--- src/hdl/erx_defines.svh ---
`ifndef ERX_DEFINES_SVH
`define ERX_DEFINES_SVH

// upper 12 bits of every address this node owns
`define ERX_NODE_ID 12'h808

// column id is the low 6 bits of the node id
`define ERX_COL_ID 6'd8
`define ERX_COL_SHIFT 3 // clog2 of the column id

`define ERX_PW 104 // full mesh word

// config register addresses
`define ERX_REG_CTRL 2'd0
`define ERX_REG_STATIC 2'd1
`define ERX_REG_BASE 2'd2
`define ERX_REG_DROPS 2'd3 // read only

`endif

--- src/hdl/emesh_pkg.sv ---
`default_nettype none

// mesh packet format as it arrives from the link
package emesh_pkg;

   // control byte at the bottom of the packet
   typedef struct packed
   {
      logic [4:0] ctrlmode;
      logic [1:0] datamode;
      logic write; // 0 = read request
   } emesh_ctrl_t;

   // single word access with source address over data
   typedef struct packed
   {
      logic [31:0] src_addr;
      logic [31:0] data;
   } emesh_single_t;

   // upper 64 bits mean different things per datamode
   typedef union packed
   {
      emesh_single_t single;
      logic [63:0] double_word; // double-word writes
   } emesh_payload_t;

   // 104 bit mesh word with the payload in the top bits
   typedef struct packed
   {
      emesh_payload_t payload;
      logic [31:0] dst_addr;
      emesh_ctrl_t ctrl;
   } emesh_packet_t;

endpackage

`default_nettype wire

--- src/hdl/erx_cfg_pkg.sv ---
`default_nettype none

// receive path configuration types
package erx_cfg_pkg;

   // code 2'b11 is not named and is treated as continuity
   typedef enum logic [1:0]
   {
      REMAP_NONE = 2'b00,
      REMAP_STATIC = 2'b01,
      REMAP_CONT = 2'b10
   } remap_mode_t;

   // everything the remap and protect stages need
   typedef struct packed
   {
      remap_mode_t mode;
      logic protect_en;
      logic [11:0] sel; // 1 = take bit from pattern
      logic [11:0] pattern;
      logic [31:0] base; // continuity remap offset
   } remap_cfg_t;

endpackage

`default_nettype wire

--- src/hdl/erx_cfg.sv ---
`timescale 1ns/1ps
`default_nettype none

`include "erx_defines.svh"

// small register block holding the remap and protect setup
module erx_cfg
(
   input wire logic clk,
   input wire logic rst_n,

   // register write port
   input wire logic cfg_write,
   input wire logic [1:0] cfg_addr,
   input wire logic [31:0] cfg_wdata,

   // status from the protect stage
   input wire logic [15:0] drop_count,

   output logic [31:0] cfg_rdata,
   output erx_cfg_pkg::remap_cfg_t cfg
);

   always_ff @(posedge clk)
   begin
      if (!rst_n)
      begin
         cfg <= '0; // mode none and protection off
      end
      else if (cfg_write)
      begin
         case (cfg_addr)
            `ERX_REG_CTRL:
            begin
               cfg.mode <= erx_cfg_pkg::remap_mode_t'(cfg_wdata[1:0]);
               cfg.protect_en <= cfg_wdata[2];
            end
            `ERX_REG_STATIC:
            begin
               cfg.sel <= cfg_wdata[11:0];
               cfg.pattern <= cfg_wdata[27:16];
            end
            `ERX_REG_BASE:
            begin
               cfg.base <= cfg_wdata;
            end
            default:
            begin
               // drops register ignores writes
            end
         endcase
      end
   end

   // readback with fields at their write positions
   always_comb
   begin
      case (cfg_addr)
         `ERX_REG_CTRL:
         begin
            cfg_rdata = {29'd0, cfg.protect_en, cfg.mode};
         end
         `ERX_REG_STATIC:
         begin
            cfg_rdata = {4'd0, cfg.pattern, 4'd0, cfg.sel};
         end
         `ERX_REG_BASE:
         begin
            cfg_rdata = cfg.base;
         end
         default:
         begin
            cfg_rdata = {16'd0, drop_count};
         end
      endcase
   end

endmodule

`default_nettype wire

--- src/hdl/erx_remap.sv ---
`timescale 1ns/1ps
`default_nettype none

`include "erx_defines.svh"

// destination address rewrite in one register stage
module erx_remap
(
   input wire logic clk,
   input wire logic rst_n,

   input wire logic in_access,
   input wire emesh_pkg::emesh_packet_t in_packet,

   input wire erx_cfg_pkg::remap_cfg_t cfg,
   input wire logic wait_in, // stalls the stage

   output logic out_access,
   output emesh_pkg::emesh_packet_t out_packet
);

   // column offset removed before adding the base back
   localparam logic [31:0] col_offset = 32'(`ERX_COL_ID) << 20;

   logic [31:0] addr_in;
   logic [31:0] static_addr;
   logic [31:0] cont_addr;
   logic [31:0] remap_addr;
   emesh_pkg::emesh_packet_t remap_packet;

   assign addr_in = in_packet.dst_addr;

   // per bit substitution in the upper 12 bits
   assign static_addr[31:20] = (cfg.sel & cfg.pattern) | (~cfg.sel & addr_in[31:20]);
   assign static_addr[19:0] = addr_in[19:0];

   // compressed map that wraps modulo 2^32
   assign cont_addr = addr_in - col_offset + cfg.base
                      - (32'(addr_in[31:26]) << `ERX_COL_SHIFT);

   always_comb
   begin
      if (cfg.mode == erx_cfg_pkg::REMAP_NONE || !in_packet.ctrl.write)
      begin
         remap_addr = addr_in; // reads bypass the remap
      end
      else if (cfg.mode == erx_cfg_pkg::REMAP_STATIC)
      begin
         remap_addr = static_addr;
      end
      else
      begin
         remap_addr = cont_addr; // continuity and the unnamed code 3
      end
   end

   always_comb
   begin
      remap_packet = in_packet;
      remap_packet.dst_addr = remap_addr;
   end

   always_ff @(posedge clk)
   begin
      if (!rst_n)
      begin
         out_access <= 1'b0;
      end
      else if (!wait_in)
      begin
         out_access <= in_access;
      end
   end

   // packet register
   always_ff @(posedge clk)
   begin
      if (!wait_in)
      begin
         out_packet <= remap_packet;
      end
   end

endmodule

`default_nettype wire

--- src/hdl/erx_protect.sv ---
`timescale 1ns/1ps
`default_nettype none

`include "erx_defines.svh"

// drops packets addressed outside this node and counts them
module erx_protect
(
   input wire logic clk,
   input wire logic rst_n,

   input wire logic in_access,
   input wire emesh_pkg::emesh_packet_t in_packet,

   input wire logic protect_en,
   input wire logic wait_in,

   output logic out_access,
   output emesh_pkg::emesh_packet_t out_packet,
   output logic protect_error, // one pulse per drop
   output logic [15:0] drop_count
);

   logic foreign;
   logic drop;

   assign foreign = in_packet.dst_addr[31:20] != `ERX_NODE_ID;
   assign drop = in_access & protect_en & foreign;

   always_ff @(posedge clk)
   begin
      if (!rst_n)
      begin
         out_access <= 1'b0;
         protect_error <= 1'b0;
      end
      else if (!wait_in)
      begin
         out_access <= in_access & ~drop;
         protect_error <= drop;
      end
   end

   // saturating drop counter that holds during a stall
   always_ff @(posedge clk)
   begin
      if (!rst_n)
      begin
         drop_count <= '0;
      end
      else if (!wait_in && drop && drop_count != '1)
      begin
         drop_count <= drop_count + 16'd1;
      end
   end

   always_ff @(posedge clk)
   begin
      if (!wait_in)
      begin
         out_packet <= in_packet; // dropped packets still load while access stays low
      end
   end

endmodule

`default_nettype wire

--- src/hdl/erx_path.sv ---
`timescale 1ns/1ps
`default_nettype none

// receive path remap slice with config block, remap stage and window check
module erx_path
(
   input wire logic clk,
   input wire logic rst_n,

   // config register port
   input wire logic cfg_write,
   input wire logic [1:0] cfg_addr,
   input wire logic [31:0] cfg_wdata,
   output logic [31:0] cfg_rdata,

   // from the link
   input wire logic rx_access,
   input wire emesh_pkg::emesh_packet_t rx_packet,
   output logic rx_wait,

   // towards the core
   output logic tx_access,
   output emesh_pkg::emesh_packet_t tx_packet,
   input wire logic tx_wait,

   output logic protect_error
);

   erx_cfg_pkg::remap_cfg_t cfg;
   logic [15:0] drop_count;
   logic remap_access;
   emesh_pkg::emesh_packet_t remap_packet;

   // one stall level for both stages and the source
   assign rx_wait = tx_wait;

   erx_cfg erx_cfg_i
   (
      .clk (clk),
      .rst_n (rst_n),
      .cfg_write (cfg_write),
      .cfg_addr (cfg_addr),
      .cfg_wdata (cfg_wdata),
      .drop_count (drop_count),
      .cfg_rdata (cfg_rdata),
      .cfg (cfg)
   );

   erx_remap erx_remap_i
   (
      .clk (clk),
      .rst_n (rst_n),
      .in_access (rx_access),
      .in_packet (rx_packet),
      .cfg (cfg),
      .wait_in (tx_wait),
      .out_access (remap_access),
      .out_packet (remap_packet)
   );

   erx_protect erx_protect_i
   (
      .clk (clk),
      .rst_n (rst_n),
      .in_access (remap_access),
      .in_packet (remap_packet),
      .protect_en (cfg.protect_en),
      .wait_in (tx_wait),
      .out_access (tx_access),
      .out_packet (tx_packet),
      .protect_error (protect_error),
      .drop_count (drop_count)
   );

endmodule

`default_nettype wire

--- config.mk ---
export PLATFORM = sky130hd
export DESIGN_NAME = erx_path
export DESIGN_NICKNAME = d
export VERILOG_FILES = /design/src/hdl/emesh_pkg.sv /design/src/hdl/erx_cfg_pkg.sv /design/src/hdl/erx_cfg.sv /design/src/hdl/erx_remap.sv /design/src/hdl/erx_protect.sv /design/src/hdl/erx_path.sv
export VERILOG_INCLUDE_DIRS = /design/src /design/src/hdl
export SDC_FILE = /design/constraint.sdc
export NUM_CORES = 1
export LEC_CHECK = 0
export BUFFER_PORTS_ARGS = -buffer_cell sky130_fd_sc_hd__buf_2
export CAP_MARGIN = 25
export CORE_UTILIZATION = 35
export CTS_CLUSTER_DIAMETER = 100
export CTS_CLUSTER_SIZE = 40
export DETAILED_ROUTE_END_ITERATION = 10
export PLACE_DENSITY_LB_ADDON = 0.12
export SETUP_SLACK_MARGIN = 0.3
export SYNTH_ARGS = -nofsm -noshare
export SYNTH_HDL_FRONTEND = slang
export SYNTH_SLANG_ARGS = --single-unit
export TNS_END_PERCENT = 5
--- constraint.sdc ---
create_clock -name clk -period 7.1 [get_ports clk]
set_input_delay 1.42 -clock clk [delete_from_list [all_inputs] [get_ports clk]]
set_output_delay 1.42 -clock clk [all_outputs]
set_load 0.05 [all_outputs]
==> After elaboration in Yosys (flattened, before gate mapping) <==
Index checks and enable logic that the tools add are counted.
{ "totals": {"regBits": 286, "output_inout_bits": 139} }
{ "op_classes": {"add_sub_neg": 4, "n_eq_ne": 5, "mux": 3, "bitwise_logic": 8, "n_reduce_logical": 10} }
{ "op_table": {"columns": ["operator", "n"], "rows": [
  ["one-hot mux 32 bit (3 select lines)", 1],
  ["2-to-1 mux 32 bit", 2],
  ["adder 32 bit", 1],
  ["subtractor 32 x 24 -> 32 bit (second input constant)", 1],
  ["subtractor 32 x 9 -> 32 bit", 1],
  ["AND 12 bit", 2],
  ["adder 16 x 1 -> 16 bit (second input constant)", 1],
  ["inequality test 16 bit (second input constant)", 1],
  ["inequality test 12 bit (second input constant)", 1],
  ["NOT 12 bit", 1],
  ["OR 12 bit", 1],
  ["AND reduction 2 bit", 3],
  ["== test 2 x 1 -> 1 bit (second input constant)", 2],
  ["logical NOT 2 bit", 2],
  ["AND 1 bit", 3],
  ["== test 2 bit (second input constant)", 1],
  ["logical AND 1 bit", 2],
  ["logical NOT 1 bit", 2],
  ["logical OR 1 bit", 1],
  ["NOT 1 bit", 1]
]} }

==> Longest topological paths before layout <==
Gate-level depths: netlist of the first run.
{ "depth": {"ltp_word": 5, "ltp_mapped": 13, "ltp_nobuf": 13} }

==> Cells and area by module <==
From an unflattened synthesis of the first run, not the netlist that was laid out.
{ "unflattened": {"cells_unflattened": 1094, "area_unflattened_um2": 13442.9} }
{ "modules_own_cells": {"columns": ["module", "n_inst", "cells_each", "area_each_um2", "seq_area_each_um2"], "rows": [
  ["erx_remap", 1, 593, 6458.7, 3143.0],
  ["erx_protect", 1, 216, 4161.5, 3483.3],
  ["erx_cfg", 1, 284, 2815.2, 1181.1],
  ["erx_path", 1, 1, 7.5, 0.0]
]} }

==> Worst setup path before layout of the first run <==
Ideal clock, no wire load.
{ "synth_path": {"path_type": "input-to-reg", "from": "input tx_wait", "to": "register erx_protect_i.out_packet[0] in the netlist's numbering (enable)", "t_arrival_ns": 5.428, "required_time_ns": 6.541, "path_slack_ns": 1.113, "path_stages": 1, "path_buffers": 0, "cell_sequence": "inv_1"} }
{ "synth_rtl": {"columns": ["element", "line_no", "rtl"], "rows": [
  ["start: declaration", "erx_path.sv:24", "input wire logic tx_wait,"],
  ["end signal: assignment", "erx_protect.sv:61", "out_packet <= in_packet;"],
  ["end: declaration", "erx_protect.sv:19", "output emesh_pkg::emesh_packet_t out_packet,"]
]} }
No word-level cell between the ends.

==> Worst setup path after layout of the first run <==
{ "layout_path": {"from": "input cfg_addr[0]", "to": "output cfg_rdata[20]"} }
{ "layout_between": {"elab_chain_cells": 2, "elab_cells_between_ends": 4, "classes_between": "eq/ne: 2; mux: 1; reduce/logical: 1"} }
{ "layout_lines": {"columns": ["element", "line_no", "rtl"], "rows": [
  ["start: declaration", "erx_path.sv:12", "input wire logic [1:0] cfg_addr,"],
  ["== test 2 bit (tied with other cells)", "erx_cfg.sv:58", "case (cfg_addr)"],
  ["one-hot mux 32 bit (3 select lines) (*)", "erx_cfg.sv:58", null],
  ["end: declaration", "erx_path.sv:14", "output logic [31:0] cfg_rdata,"]
]} }
Mark *: on every way between the ends. The rest lies on a longest branch, timed or not.

==> flow_metrics.py, run 1 <==
metrics = {
    "global_route": {
        "grt_max_degree": 120,
        "antenna_found_initial": 0,
        "grt_pass1_vias": 8985,
        "grt_overflow_total": 0,
        "track_usage_pct": 17.9,
        "grt_pass1_wl_mm": 52.8,
    },
    "place": {
        "place_inst": 1853,
        "port_buffers": 281,
        "place.gp.congestion": 0.889,
        "dpl.hpwl_mm": 26.5,
    },
    "die": {
        "dieArea_um2": 38300,
        "pin_count": 282,
        "dieHeight_um": 196,
        "initial_core_util_pct": 35.7,
        "die_w_um": 196,
        "core_um2": 36800,
        "fp-row-count": 70,
    },
    "timing": {
        "setup_tns_ns": 0,
        "max_freq_mhz": 225,
        "hold_viol": 0,
        "maxSlewHeadroom_pct": 33.0,
        "min_period_ns": 4.45,
        "rsz0062_at_grt": "false",
        "final-setup-viol-count": 0,
        "fin_crit_sh_pct": 62.7,
        "whs_ns": 0.394,
        "fin_skew_ns": 0.0500,
        "tightest_slew_ns": 1.00,
        "drv_slew": 0,
    },
    "synthesis": {
        "ys.flop_type": "edfxtp_1",
        "synthArstFlopShare_pct": 0,
        "yosysWarnings": 0,
        "syn_inst": 1144,
        "synth-edff-count": 208,
        "synth.distinct_cells": 75,
        "synth_seq_area_share_pct": 59.5,
        "yosys.area.top_type": "edfxtp_1",
        "avgSynthCellArea_um2": 11.5,
        "synth_area_leaders": "edfxtp_1 (48%), dfxtp_1 (12%), ha_1 (7.2%)",
        "syn_area_um2": 13100,
        "syn_nets": 1371,
        "ys_ff_latch": 286,
        "synth_top_area_share_pct": 47.6,
    },
    "layout": {
        "n_antenna_cell": 0,
        "area_delta_synth_final_pct": 17.9,
        "multi_input_area_um2": 4660,
        "register_area_um2": 7810,
        "fill_cells": 3668,
        "post-route-util_pct": 42.0,
        "nNetsFinal": 1628,
        "stdcell_count": 1877,
        "drive_gt1_share_pct": 24.2,
    },
    "clocking": {
        "insertion_delay_ns": 0.53,
        "numClockSinks": 286,
        "tritoncts": "done",
        "numCtsBuffers": 14,
        "cts-resized-gates": 0,
        "cts_root_buffer": "clkbuf_16",
        "path_clk_slew_ns": 0.13,
        "postCtsSetupBuffers": 0,
        "cts_max_path_buffers": 3,
        "htreeDepth": 1,
        "postCtsHoldBufs": 0,
    },
    "critical_path": {
        "path_max_fanout": 22,
        "rr_worst_depth": 12,
        "slowest_stage": "buf_2",
        "worst-path-buf-inv": 3,
        "cp_common_cell": "buf_2",
        "end_kind": "primary output",
        "r2r_end": "erx_remap_i.out_packet[36]$_DFFE_PN_",
        "crit_required_ns": 5.68,
        "crit_type": "input port to primary output",
        "path_cells": "buf_2, nor2b_1, buf_4, a22o_1, buf_2",
        "start_kind": "input port",
        "cp_top_family": "buffers and inverters",
        "worst_ep_arrival_time_ns": 3.03,
        "cpPeakStageDelay_ns": 0.44,
        "r2r_start": "erx_cfg_i.cfg[21]$_SDFFE_PN0P_",
        "reg2reg_slack_ns": 3.54,
    },
    "route": {
        "routed_wl_mm": 35.0,
        "wl_per_cell_um": 18.6,
        "drt_first_pass_iters": 5,
        "drc": 0,
        "vias": 9255,
        "avgViaCountPerCell": 4.93,
        "antenna_left": 0,
        "drt_iter0_drc": 529,
    },
    "worst_hold_path": {
        "worstHoldEndpoint": "erx_protect_i.out_packet[14]$_DFFE_PN_",
        "hp-class": "flip-flop to flip-flop",
        "worstHoldStart": "erx_remap_i.out_packet[14]$_DFFE_PN_",
        "min_path_cells": 0,
    },
    "power_and_ir_drop": {
        "powerDensity_nw_per_um2": 238,
        "p_leak_nw": 6.41,
        "power.total_mw": 3.68,
        "ir_drop_mv": 0.138,
    },
    "outcome": {
        "outcome": "completed",
    },
    "job": {
        "max_cap_violations": 0,
    },
}
## where the power goes
part	total, mW	leakage, nW	internal [mW]	switching [mW]
Clock	1.05	0.252	0.435	0.616
Sequential	1.93	2.67	1.90	0.0332
Combinational	0.697	3.49	0.218	0.479
Total	3.68	6.41	2.55	1.13
## synth_stat cells (all sizes together), types with 4 or more instances
library cell and number:
a211oi 5, a21o 15, a21oi 103, a22o 21, a31oi 4, a41oi 5, and2 12, and3 8
buf 10, clkbuf 39, dfxtp 78, edfxtp 208, fa 8, ha 76, inv 104, mux2 6
mux2i 12, nand2 190, nand3 20, nand4 15, nor2 36, nor2b 10, nor3 8, o211ai 8
o21ai 40, o221ai 4, o22ai 4, or3 5, xnor2 21, xor2 17
## area by class of cell
| type | instances | area share, % |
|---|---|---|
| multi-input combinational | 704 | 30.1 |
| clock buffer | 15 | 2.43 |
| tap | 468 | 3.79 |
| timing repair buffer | 291 | 9.63 |
| inverter | 104 | 2.57 |
| clock inverter | 9 | 0.987 |
| sequential | 286 | 50.5 |
## layer usage
layer  vias up  track usage (%)  wire length [um]
met4         0             3.94               637
li1       4560                -                 -
met5         -                0                 0
met1      4394             26.1             16700
met2       272             27.5             15400
met3        29             3.26              2290
## through the flow
stage	cell area, um^2	setup WS (ns)
floorplan	13100	1.11
global placement	14900	2.41
detailed placement	14900	2.35
CTS	15500	2.68
global route	15500	2.56
finish	15500	2.65
## registers in the layout, indices dropped and copies added (netlist names)
name	flops
erx_protect_i.drop_count	16
erx_remap_i.out_packet	104
erx_protect_i.out_access	1
erx_cfg_i.cfg	59
erx_remap_i.out_access	1
erx_protect_i.protect_error	1
erx_protect_i.out_packet	104
## logic make-up after synthesis
logic type | count (synthesis) | synth area share, %
buffers and inverters | 154 | 4.95
AO/OA/AOI/OAI | 235 | 11.2
adder cells (fa/ha/maj) | 84 | 8.47
AND/OR/NAND/NOR | 326 | 11.3
flip-flops | 286 | 59.5
multiplexers | 21 | 1.95
XOR/XNOR | 38 | 2.54
## worst max-delay path by stage
stage	startpoint	endpoint	slack (ns)	depth (start not counted)
after floorplan	tx_wait	erx_protect_i.out_packet[0]$_DFFE_PN_	1.11	1
after global placement	rx_packet[38]	erx_remap_i.out_packet[36]$_DFFE_PN_	2.41	12
after detailed placement	rx_packet[38]	erx_remap_i.out_packet[36]$_DFFE_PN_	2.35	12
after CTS	cfg_addr[0]	cfg_rdata[20]	2.68	5
after global routing	cfg_addr[0]	cfg_rdata[20]	2.56	5
final	cfg_addr[0]	cfg_rdata[20]	2.65	5
## cells in the final DEF (no fill, tap or decap), types with 15 or more instances in the layout
master       n
ha_1        76
buf_2      281
a21oi_1    102
nand3_1     20
xor2_1      17
dfxtp_1     78
nand4_1     15
clkbuf_16   15
nor2_1      35
a22o_1      21
edfxtp_1   208
inv_1      101
nand2_1    190
xnor2_1     21
o21ai_0     38
## worst register-to-register path: cells and delay by family (launching register included)
family / cells / cell delay [ns]
buffers and inverters: 2 / 0.12
AND/OR/NAND/NOR: 3 / 0.70
AO/OA/AOI/OAI: 4 / 1.12
adder cells (fa/ha/maj): 3 / 0.97
flip-flops: 1 / 0.38
Note: power is estimated with default switching activity, not from simulation.
==> run 2: changes to the inputs <==
==> constraint.sdc (replaced) <==
create_clock -name clk -period 4.4 [get_ports clk]
set_input_delay 0.88 -clock clk [delete_from_list [all_inputs] [get_ports clk]]
set_output_delay 0.88 -clock clk [all_outputs]
set_load 0.05 [all_outputs]
==> run 2 against run 1 <==
Design area is 0.36% lower. Worst hold slack better by 0.027 ns. Total power is 58% higher. Sequential cell count stayed put. Cell count stayed put. Via count is 0.72% higher. Global-route usage is 0.082 points higher. Clock-buffer cell count is 2 lower. Routed wire length is 0.16% higher. Non-clock buffer count is 3 higher. Sequential share of layout area is 0.18 points higher. Clock skew is 0.024 ns lower. Critical endpoint is now erx_remap_i.out_packet[36]$_DFFE_PN_.
==> flow_metrics.py, run 2 (synthesis gave the netlist of run 1 again) <==
metrics = {
    "power_and_ir_drop": {
        "ir_drop_mv": 0.226,
        "power.total_mw": 5.80,
        "p_leak_nw": 6.39,
        "sw_frac_of_total_pct": 30.5,
        "power_frac_clock_pct": 26.8,
        "seqPwrFrac_pct": 53.8,
        "powerDensity_nw_per_um2": 377,
        "intPower_mw": 4.03,
        "switchingPower_mw": 1.77,
        "power_frac_comb_pct": 19.4,
    },
    "die": {
        "die_w_um": 196,
        "pin_count": 282,
        "initial_core_util_pct": 35.7,
        "core_um2": 36800,
        "dieHeight_um": 196,
        "dieArea_um2": 38300,
        "fp-row-count": 70,
    },
    "timing": {
        "final-setup-viol-count": 0,
        "whs_ns": 0.421,
        "maxSlewHeadroom_pct": 31.6,
        "tightest_slew_ns": 1.02,
        "hold_viol": 0,
        "fin_skew_ns": 0.0263,
        "fin_crit_sh_pct": 84.3,
        "min_period_ns": 3.71,
        "rsz0062_at_grt": "false",
        "max_freq_mhz": 270,
        "drv_slew": 0,
        "setup_tns_ns": 0,
    },
    "global_route": {
        "track_usage_pct": 18.0,
        "grt_overflow_total": 0,
        "grt_max_degree": 146,
        "grt_pass1_wl_mm": 52.8,
        "antenna_found_initial": 1,
        "grt_pass1_vias": 8761,
    },
    "clocking": {
        "cts-resized-gates": 0,
        "tritoncts": "done",
        "postCtsSetupBuffers": 0,
        "htreeDepth": 1,
        "cts_max_path_buffers": 3,
        "path_clk_slew_ns": 0.12,
        "postCtsHoldBufs": 0,
        "insertion_delay_ns": 0.52,
        "numClockSinks": 286,
        "cts_root_buffer": "clkbuf_16",
        "numCtsBuffers": 13,
    },
    "layout": {
        "nNetsFinal": 1630,
        "area_delta_synth_final_pct": 17.5,
        "top_regs": "erx_protect_i.out_packet x104, erx_remap_i.out_packet x104, erx_cfg_i.cfg x59",
        "drive_gt1_share_pct": 24.2,
        "final_cell_mix": "buf_2 (281), edfxtp_1 (208), nand2_1 (190), a21oi_1 (102), inv_1 (101)",
        "mostFrequentLayoutCell": "buf_2",
        "n_antenna_cell": 0,
        "fill_cells": 3616,
        "post-route-util_pct": 41.9,
    },
    "route": {
        "drc": 0,
        "wl_per_cell_um": 18.7,
        "avgViaCountPerCell": 4.97,
        "routed_wl_mm": 35.0,
        "vias": 9322,
        "drt_first_pass_iters": 6,
        "antenna_left": 0,
        "drt_iter0_drc": 581,
    },
    "place": {
        "place.gp.congestion": 0.873,
        "dpl.hpwl_mm": 26.5,
        "port_buffers": 281,
    },
    "critical_path": {
        "crit_required_ns": 4.66,
        "start_kind": "input port",
        "worst_ep_arrival_time_ns": 3.96,
        "path_max_fanout": 6,
        "crit_type": "input port to flip-flop",
        "end_kind": "flip-flop",
    },
    "worst_hold_path": {
        "hp-class": "flip-flop to flip-flop",
    },
    "job": {
        "max_cap_violations": 0,
    },
    "outcome": {
        "outcome": "completed",
    },
}
==> run 2: cell count changes in the layout (fill, tap and decap cells not counted), sizes merged <==
cell	change
clkinvlp	+1
clkinv	-3
buf	+3
clkbuf	-2
inv	+1
==> run 2: per-layer routing <==
metal / GRT usage [%] / vias up / wire length, um
li1: - / 4567 / -
met1: 26.4 / 4412 / 16800
met2: 27.7 / 305 / 15300
met3: 2.73 / 36 / 2160
met4: 4.37 / 2 / 718
met5: 0 / - / 12
==> run 2: worst paths after layout <==
kind / start / slack [ns] / endpoint / depth (start not counted)
worst min register to register: erx_remap_i.out_packet[15]$_DFFE_PN_ / 0.42 / erx_protect_i.out_packet[15]$_DFFE_PN_ / 0
worst max register to register: erx_cfg_i.cfg[4]$_SDFFE_PN0P_ / 0.92 / erx_remap_i.out_packet[36]$_DFFE_PN_ / 10
worst min-delay path: erx_remap_i.out_packet[15]$_DFFE_PN_ / 0.42 / erx_protect_i.out_packet[15]$_DFFE_PN_ / 0
worst max-delay path: rx_packet[38] / 0.69 / erx_remap_i.out_packet[36]$_DFFE_PN_ / 12
==> run 2: area by class of cell <==
type	instances	area [um^2]	area share (%)
inverters	104	394	2.56
repair buffers	294	1520	9.84
flip-flops and latches	286	7810	50.7
clock buffers	13	325	2.11
clock inverters	8	124	0.804
well taps	468	586	3.80
multi-input cells	704	4660	30.2
==> run 2: worst max-delay path, cell delays in order <==
cell and delay (ns):
buf_2 0.12, inv_1 0.17, fa_1 0.45, ha_1 0.31, ha_1 0.39, a21oi_1 0.11, o21ai_1 0.26, a31o_1 0.22
o2111ai_2 0.18, a211oi_2 0.28, nor3_1 0.08, or4b_1 0.51
==> run 2: per-stage QoR <==
stage / area, um^2 / setup slack [ns] / cells
floorplan: 13100 / 0.0926 / 1144
global placement: 15000 / 0.223 / 1856
detailed placement: 15000 / 0.145 / 1856
CTS: 15400 / 0.723 / 1877
global route: 15400 / 0.500 / 1877
finish: 15400 / 0.693 / 1877
==> run 2: power groups by stage <==
stage / registers [mW] / clock network (mW) / logic [mW]
2_1_floorplan: 3.40 / 0 / 0.596
3_3_place_gp: 3.18 / 0 / 1.12
3_5_place_dp: 3.19 / 0 / 1.12
4_1_cts: 3.13 / 1.63 / 1.13
5_1_grt: 3.14 / 1.71 / 1.23
6_report: 3.12 / 1.55 / 1.13
